--- src/common/writeback_pkg.sv ---
`default_nettype none

package writeback_pkg;

    // Ordering tag width, must count at least the number of sources
    localparam int STATUS_WIDTH = 2;

    // Execute, load path, system unit
    localparam int NUM_SOURCES = 3;

    // Architectural register number, wide enough for RV32I
    typedef logic [4:0] reg_addr_t;

    // Per-register ordering tag, wraps modulo 2**STATUS_WIDTH
    typedef logic [STATUS_WIDTH-1:0] reg_status_t;

    // Finished result headed for the register file
    typedef struct packed {
        reg_addr_t   dest;
        reg_status_t status;
        logic [31:0] value;
    } wb_result_t;

    // Load access size
    typedef enum logic [1:0] {
        LOAD_BYTE = 2'b00,
        LOAD_HALF = 2'b01,
        LOAD_WORD = 2'b10
    } load_size_t;

    // Load command from the memory path
    // The raw data word travels next to it on its own wire
    typedef struct packed {
        reg_addr_t   dest;
        reg_status_t status;
        load_size_t  size;
        logic        is_signed;
        logic [1:0]  offset;
    } mem_cmd_t;

endpackage

`default_nettype wire

--- src/writeback/load_aligner.sv ---
`timescale 1ns/10ps
`default_nettype none

// Moves the addressed bytes of a raw load word down to bit 0
// and extends them to a full register value
module load_aligner
    import writeback_pkg::*;
(
    input  wire logic        valid,
    input  wire mem_cmd_t    cmd,
    input  wire logic [31:0] data,
    output wb_result_t       result
);

    logic [31:0] shifted;
    logic        sign_bit;

    // Byte lane select
    assign shifted = data >> {cmd.offset, 3'b000};

    always_comb begin
        result.dest   = cmd.dest;
        result.status = cmd.status;

        case (cmd.size)
            LOAD_BYTE: begin
                sign_bit     = cmd.is_signed & shifted[7];
                result.value = {{24{sign_bit}}, shifted[7:0]};
            end
            LOAD_HALF: begin
                sign_bit     = cmd.is_signed & shifted[15];
                result.value = {{16{sign_bit}}, shifted[15:0]};
            end
            default: begin
                // Full word, nothing to extend
                sign_bit     = 1'b0;
                result.value = shifted;
            end
        endcase
    end

    // Misaligned accesses are split or trapped before they get here
    always_comb begin
        assert final (!valid
                      || ((cmd.size != LOAD_HALF || !cmd.offset[0])
                          && (cmd.size != LOAD_WORD || cmd.offset == 2'b00)))
        else $error("load_aligner: misaligned load, size %0d offset %0d",
                    cmd.size, cmd.offset);
    end

endmodule

`default_nettype wire

--- src/writeback/reg_status_table.sv ---
`timescale 1ns/10ps
`default_nettype none

// Local copy of the expected ordering tag for each register
module reg_status_table
    import writeback_pkg::*;
#(
    parameter int NUM_REGS = 32
) (
    input  wire logic                  clk,
    input  wire logic                  rst,

    input  wire reg_addr_t   [2:0]     rd_addr,
    output reg_status_t      [2:0]     rd_status,

    input  wire logic                  wr_en,
    input  wire reg_addr_t             wr_addr,
    input  wire reg_status_t           wr_status,

    output logic                       table_ready
);

    localparam int IDX_WIDTH = $clog2(NUM_REGS);

    reg_status_t          status_mem [NUM_REGS];
    logic [IDX_WIDTH-1:0] sweep_idx;

    // Clearing sweep, one entry per cycle after reset
    always_ff @(posedge clk) begin
        if (rst) begin
            sweep_idx   <= '0;
            table_ready <= 1'b0;
        end else if (!table_ready) begin
            sweep_idx <= sweep_idx + 1'b1;
            if (sweep_idx == IDX_WIDTH'(NUM_REGS - 1)) begin
                table_ready <= 1'b1;
            end
        end
    end

    always_ff @(posedge clk) begin
        if (!rst && !table_ready) begin
            status_mem[sweep_idx] <= '0;
        end else if (wr_en) begin
            status_mem[wr_addr[IDX_WIDTH-1:0]] <= wr_status;
        end
    end

    // Three combinational read ports
    always_comb begin
        for (int i = 0; i < 3; i++) begin
            if (rd_addr[i] < NUM_REGS) begin
                rd_status[i] = status_mem[rd_addr[i][IDX_WIDTH-1:0]];
            end else begin
                // Registers beyond RV32E never match a real tag stream
                rd_status[i] = '0;
            end
        end
    end

    // Arbiter only writes once the sweep has finished
    a_write_after_sweep: assert property (
        @(posedge clk) disable iff (rst)
        wr_en |-> table_ready
    ) else $error("reg_status_table: write before table_ready");

    a_write_in_range: assert property (
        @(posedge clk) disable iff (rst)
        wr_en |-> (wr_addr < NUM_REGS)
    ) else $error("reg_status_table: write to register %0d", wr_addr);

endmodule

`default_nettype wire

--- src/writeback/writeback_arbiter.sv ---
`timescale 1ns/10ps
`default_nettype none

// Round-robin pick among execute, load and system results
// A result only goes out when its tag is the next one for its register
module writeback_arbiter
    import writeback_pkg::*;
(
    input  wire logic              clk,
    input  wire logic              rst,

    input  wire logic              exec_valid,
    output logic                   exec_ready,
    input  wire wb_result_t        exec_result,

    input  wire logic              mem_valid,
    output logic                   mem_ready,
    input  wire wb_result_t        mem_result,

    input  wire logic              sys_valid,
    output logic                   sys_ready,
    input  wire wb_result_t        sys_result,

    output reg_addr_t   [2:0]      rd_addr,
    input  wire reg_status_t [2:0] rd_status,
    output logic                   wr_en,
    output reg_addr_t              wr_addr,
    output reg_status_t            wr_status,
    input  wire logic              table_ready,

    output logic                   out_valid,
    input  wire logic              out_ready,
    output wb_result_t             out_result
);

    // Source order: 0 execute, 1 load, 2 system
    wb_result_t                   src_result [NUM_SOURCES];
    logic [NUM_SOURCES-1:0]       src_valid;
    logic [NUM_SOURCES-1:0]       eligible;
    logic [NUM_SOURCES-1:0]       grant;

    logic [1:0]                   rr_ptr;
    logic [1:0]                   winner;
    logic                         any_grant;
    logic                         can_accept;
    wb_result_t                   sel_result;

    assign src_result[0] = exec_result;
    assign src_result[1] = mem_result;
    assign src_result[2] = sys_result;
    assign src_valid     = {sys_valid, mem_valid, exec_valid};

    // Tag lookup for each source's destination
    always_comb begin
        for (int i = 0; i < NUM_SOURCES; i++) begin
            rd_addr[i]  = src_result[i].dest;
            eligible[i] = src_valid[i] && (rd_status[i] == src_result[i].status);
        end
    end

    // Output slot free now or being drained this cycle
    assign can_accept = table_ready && (!out_valid || out_ready);

    // First eligible source at or after the pointer
    always_comb begin
        logic [2:0] idx_sum;
        logic [1:0] idx;

        any_grant = 1'b0;
        winner    = 2'd0;
        grant     = '0;
        for (int k = 0; k < NUM_SOURCES; k++) begin
            idx_sum = {1'b0, rr_ptr} + 3'(k);
            if (idx_sum >= 3'(NUM_SOURCES)) begin
                idx_sum = idx_sum - 3'(NUM_SOURCES);
            end
            idx = idx_sum[1:0];
            if (!any_grant && can_accept && eligible[idx]) begin
                any_grant   = 1'b1;
                winner      = idx;
                grant[idx]  = 1'b1;
            end
        end
    end

    assign exec_ready = grant[0];
    assign mem_ready  = grant[1];
    assign sys_ready  = grant[2];

    assign sel_result = src_result[winner];

    // Bump the tag so the next result for this register can follow
    assign wr_en     = any_grant;
    assign wr_addr   = sel_result.dest;
    assign wr_status = reg_status_t'(sel_result.status + 1'b1);

    always_ff @(posedge clk) begin
        if (rst) begin
            out_valid <= 1'b0;
            rr_ptr    <= 2'd0;
        end else if (any_grant) begin
            out_valid <= 1'b1;
            rr_ptr    <= (winner == 2'(NUM_SOURCES - 1)) ? 2'd0 : winner + 2'd1;
        end else if (out_ready) begin
            out_valid <= 1'b0;
        end
    end

    // Output payload
    always_ff @(posedge clk) begin
        if (any_grant) begin
            out_result <= sel_result;
        end
    end

    a_single_ready: assert property (
        @(posedge clk) disable iff (rst)
        $onehot0({exec_ready, mem_ready, sys_ready})
    ) else $error("writeback_arbiter: more than one source accepted");

    // Stalled output holds its value until taken
    a_out_stable: assert property (
        @(posedge clk) disable iff (rst)
        (out_valid && !out_ready) |=> (out_valid && $stable(out_result))
    ) else $error("writeback_arbiter: output changed under back-pressure");

endmodule

`default_nettype wire

--- src/source/writeback_unit.sv ---
`timescale 1ns/10ps
`default_nettype none

// Writeback stage, three result sources into one ordered stream
module writeback_unit
    import writeback_pkg::*;
#(
    parameter int NUM_REGS = 32
) (
    input  wire logic        clk,
    input  wire logic        rst,

    input  wire logic        exec_valid,
    output logic             exec_ready,
    input  wire wb_result_t  exec_result,

    input  wire logic        mem_valid,
    output logic             mem_ready,
    input  wire mem_cmd_t    mem_cmd,
    input  wire logic [31:0] mem_data,

    input  wire logic        sys_valid,
    output logic             sys_ready,
    input  wire wb_result_t  sys_result,

    output logic             out_valid,
    input  wire logic        out_ready,
    output wb_result_t       out_result
);

    wb_result_t        mem_result;
    reg_addr_t   [2:0] rd_addr;
    reg_status_t [2:0] rd_status;
    logic              wr_en;
    reg_addr_t         wr_addr;
    reg_status_t       wr_status;
    logic              table_ready;

    load_aligner aligner0 (
        .valid  (mem_valid),
        .cmd    (mem_cmd),
        .data   (mem_data),
        .result (mem_result)
    );

    reg_status_table #(
        .NUM_REGS (NUM_REGS)
    ) status0 (
        .clk         (clk),
        .rst         (rst),
        .rd_addr     (rd_addr),
        .rd_status   (rd_status),
        .wr_en       (wr_en),
        .wr_addr     (wr_addr),
        .wr_status   (wr_status),
        .table_ready (table_ready)
    );

    writeback_arbiter arb0 (
        .clk         (clk),
        .rst         (rst),
        .exec_valid  (exec_valid),
        .exec_ready  (exec_ready),
        .exec_result (exec_result),
        .mem_valid   (mem_valid),
        .mem_ready   (mem_ready),
        .mem_result  (mem_result),
        .sys_valid   (sys_valid),
        .sys_ready   (sys_ready),
        .sys_result  (sys_result),
        .rd_addr     (rd_addr),
        .rd_status   (rd_status),
        .wr_en       (wr_en),
        .wr_addr     (wr_addr),
        .wr_status   (wr_status),
        .table_ready (table_ready),
        .out_valid   (out_valid),
        .out_ready   (out_ready),
        .out_result  (out_result)
    );

endmodule

`default_nettype wire

--- config.mk ---
export PLATFORM = sky130hd
export DESIGN_NAME = writeback_unit
export DESIGN_NICKNAME = d
export VERILOG_FILES = /design/src/common/writeback_pkg.sv /design/src/writeback/load_aligner.sv /design/src/writeback/reg_status_table.sv /design/src/writeback/writeback_arbiter.sv /design/src/source/writeback_unit.sv
export SDC_FILE = /design/constraint.sdc
export NUM_CORES = 1
export LEC_CHECK = 0
export ABC_AREA = 1
export BUFFER_PORTS_ARGS = -buffer_cell sky130_fd_sc_hd__buf_2
export CAP_MARGIN = 10
export CELL_PAD_IN_SITES_DETAIL_PLACEMENT = 0
export CELL_PAD_IN_SITES_GLOBAL_PLACEMENT = 1
export CORE_MARGIN = 2
export CORE_UTILIZATION = 43
export CTS_CLUSTER_SIZE = 20
export DETAILED_ROUTE_END_ITERATION = 16
export PLACE_DENSITY = 0.89
export SKIP_LAST_GASP = 1
export SYNTH_ARGS = -nofsm -noshare
export SYNTH_HDL_FRONTEND = slang
export SYNTH_SLANG_ARGS = --single-unit
--- constraint.sdc ---
create_clock -name clk -period 9.9 [get_ports clk]
set_input_delay 0.495 -clock clk [delete_from_list [all_inputs] [get_ports clk]]
set_output_delay 0.495 -clock clk [all_outputs]
set_load 0.02 [all_outputs]
==> flow_summary.toml <==
[critical_path]
critPathMaxStageDelay_ps = 560
cpMaxStageDelayCell = "inv_2"
crit_top_cell = "nand2_1"
reg2reg_from = "status0.status_mem[28][1]$_DFFE_PP_"
path_max_fanout = 41
worstPathArrival_ps = 4700
required_ps = 9950
r2r_cells = 22
start_kind = "input port"
endpoint_kind = "register"
rrSetupSlack_ps = 5660
reg2reg_to = "status0.status_mem[10][1]$_DFFE_PP_"
worstSetupPathType = "in -> reg"

[worst_hold_path]
whs_endpoint = "arb0.out_valid$_SDFFE_PP0P_"
worstHoldPathCells = 4
hp-class = "in -> reg"
min-delay-start = "out_ready"

[die]
dieArea_sq_mm = 0.0190
die_y_um = 138
num_rows = 49
initial_core_util_pct = 43.4
core_area_sq_mm = 0.0178
die_width_um = 138
io_pins = 171

[clocking]
cts_tree = "built"
insertion_delay_ps = 360
clock_sinks = 112
htree_levels = 3
cts_buffers = 9
cts_setup_buffers = 0
max-clock-path-buffers = 2
clockRootBuffer = "clkbuf_16"
ctsHoldBuffers = 0
cts-resized-gates = 0
clk_pin_slew_ps = 80

[finish]
n_fill_cell = 1811
fin_nets = 1321
fin_cells = 1422
drive_above_1_share_pct = 19.5
area_growth_pct = 14.0
seq_area_sq_mm = 0.00327
fin_util_pct = 49.5
multiInputGateArea_sq_mm = 0.00386

[sta]
fmax_mhz = 215
fin_ws_ps = 5250
layout_min_cycle_time_ps = 4650
hold_ws_ps = 421
maxSlewViolCount = 0
final-hold-violation-count = 0
rsz0062_at_grt = "false"
worst_pin_slew_ps = 842
post-route-period-util_pct = 47.0
tns_ps = 0
final.setup_skew_ps = 11.1
setup_violations = 0
max-slew-margin-rel_pct = 43.7

[global_routing]
grt_pass1_vias = 7152
grtUsageTotal_pct = 26.2
antenna_found_initial = 1
grt_max_degree = 44
gr-total-overflow = 0
grt_pass1_wl_um = 39500

[yosys]
ys.flop_type = "edfxtp_1"
ys_seq_area_share_pct = 42.4
yosysTopAreaCell = "edfxtp_1"
yosys_register_bits = 112
synth_top_area_share_pct = 40.0
synth.area.top_cells = "edfxtp_1 40%, nand2_1 17%, nand3_1 13%, o21ai_0 5.2%, nor2_1 4.4%"
yosysWarnings = 0
synthCells = 1062
synth_area_sq_mm = 0.00772
synth-edff-count = 103
synth_nets = 1196
synth_cell_types = 33
syn_area_per_cell_sq_um = 7.27
async_reset_ff_share_pct = 0

[place]
place.gp.congestion = 0.921
post-place-ws_ps = 4900
io_buffers = 170
detailed_place_hpwl_um = 19200
dpl.cell_count = 1405

[detailed_routing]
vias = 7755
via_per_inst = 5.45
drt_iter0_drc = 809
drc_errors = 0
ant_nets = 0
totalWireLength_um = 25200
routedWlPerCell_um = 17.7
drtPass1Iterations = 5

[run]
drv_cap = 0

[run_status]
status = "finished, final reports clean"

[power_and_ir_drop]
ir_drop_mv = 0.100
power_density_mw_per_mm2 = 117
p_leak_nw = 3.93
worst max-delay path: cells and delay by family:
| kind | cells | cell delay (ps) |
|---|---|---|
| simple gates | 21 | 2490 |
| buf+inv | 4 | 1580 |
| compound gates | 1 | 110 |
Yosys cell counts, types with 2 or more instances:
cell type	number
a211oi_1	7
a21oi_1	16
buf_2	23
buf_4	8
buf_6	12
clkbuf_1	17
clkinv_1	4
dfxtp_1	9
edfxtp_1	103
ha_1	6
inv_1	42
inv_2	4
inv_4	4
mux2i_1	8
nand2_1	357
nand2_2	9
nand3_1	197
nand3_2	15
nor2_1	90
nor2_2	4
nor2_4	2
nor3_1	3
o211ai_1	2
o21ai_0	80
o21ai_1	32
layout by cell type (no fill, tap or decap):
master	instances
nor2_4	2
inv_2	5
or2_0	1
o21ai_2	1
a22oi_1	1
ha_1	6
nor2_2	4
buf_4	4
diode_2	1
nand2_2	9
nor3_1	3
inv_4	4
a21oi_1	16
o21ai_0	80
nand4_1	1
a21o_1	1
buf_2	170
edfxtp_1	103
inv_6	2
mux2i_1	8
a2111oi_0	1
nor2_1	90
clkinv_2	2
clkinv_4	1
inv_8	1
a211oi_1	7
clkinv_8	1
nand3_1	197
nor3_2	1
clkinv_1	4
dfxtp_1	9
nand2_1	357
nand3_2	15
clkbuf_16	9
o21ai_1	32
inv_1	41
o211ai_1	2
nand4_2	1
logic make-up (layout without fill, tap and decap cells):
logic type / count (synthesis) / after routing / synth area share [%]
and+or+nand+nor: 681 / 681 / 38.4
AOI/OAI and AO/OA: 141 / 141 / 9.59
buffers and inverters: 114 / 244 / 7.60
DFF: 112 / 112 / 42.4
muxes: 8 / 8 / 1.04
adders and majority gates: 6 / 6 / 0.972
other: 0 / 1 / 0
routing by layer:
metal,vias to the layer above,wire (um),track usage (%)
met5,-,0,0
met1,3535,11500,37.9
met4,0,889,10.6
li1,3843,-,-
met2,328,10900,38.2
met3,49,2010,5.61
final cells by class:
type / instances / area share, %
Multi-Input combinational cell: 836 / 43.9
Sequential cell: 112 / 37.2
Timing Repair Buffer: 174 / 10.0
Tap cell: 229 / 3.25
Clock buffer: 9 / 2.56
Inverter: 54 / 2.41
Clock inverter: 7 / 0.724
Antenna cell: 1 / 0.0284
metrics by stage:
stage | instance area (sq um) | power [mW]
CTS | 8810 | 1.03
global route | 8810 | 1.08
floorplan | 7720 | 0.635
detailed placement | 8520 | 0.686
global placement | 8520 | 0.685
finish | 8810 | 1.03
power breakdown:
| part | total [mW] | switching (mW) | internal [mW] |
|---|---|---|---|
| Combinational | 0.160 | 0.102 | 0.0578 |
| Sequential | 0.517 | 0.00309 | 0.514 |
| Clock | 0.355 | 0.179 | 0.176 |
state kept, by name (all words and copies together), names as in the netlist:
signal,cells
status0.table_ready,1
status0.sweep_idx,5
arb0.out_result,39
status0.status_mem,64
arb0.out_valid,1
arb0.rr_ptr,2
worst max-delay path by stage:
stage	start	endpoint	slack, ps	cells after the start
2_1_floorplan	mem_cmd[8]	status0.status_mem[0][1]$_DFFE_PP_	6050	20
3_3_place_gp	sys_result[34]	status0.status_mem[27][0]$_DFFE_PP_	4920	26
3_5_place_dp	sys_result[34]	status0.status_mem[7][1]$_DFFE_PP_	4900	26
4_1_cts	sys_result[34]	status0.status_mem[22][1]$_DFFE_PP_	5240	26
5_1_grt	sys_result[34]	status0.status_mem[15][1]$_DFFE_PP_	4680	26
6_report	sys_result[34]	status0.status_mem[29][0]$_DFFE_PP_	5250	26
No activity file was read; power rests on OpenSTA's default activity.
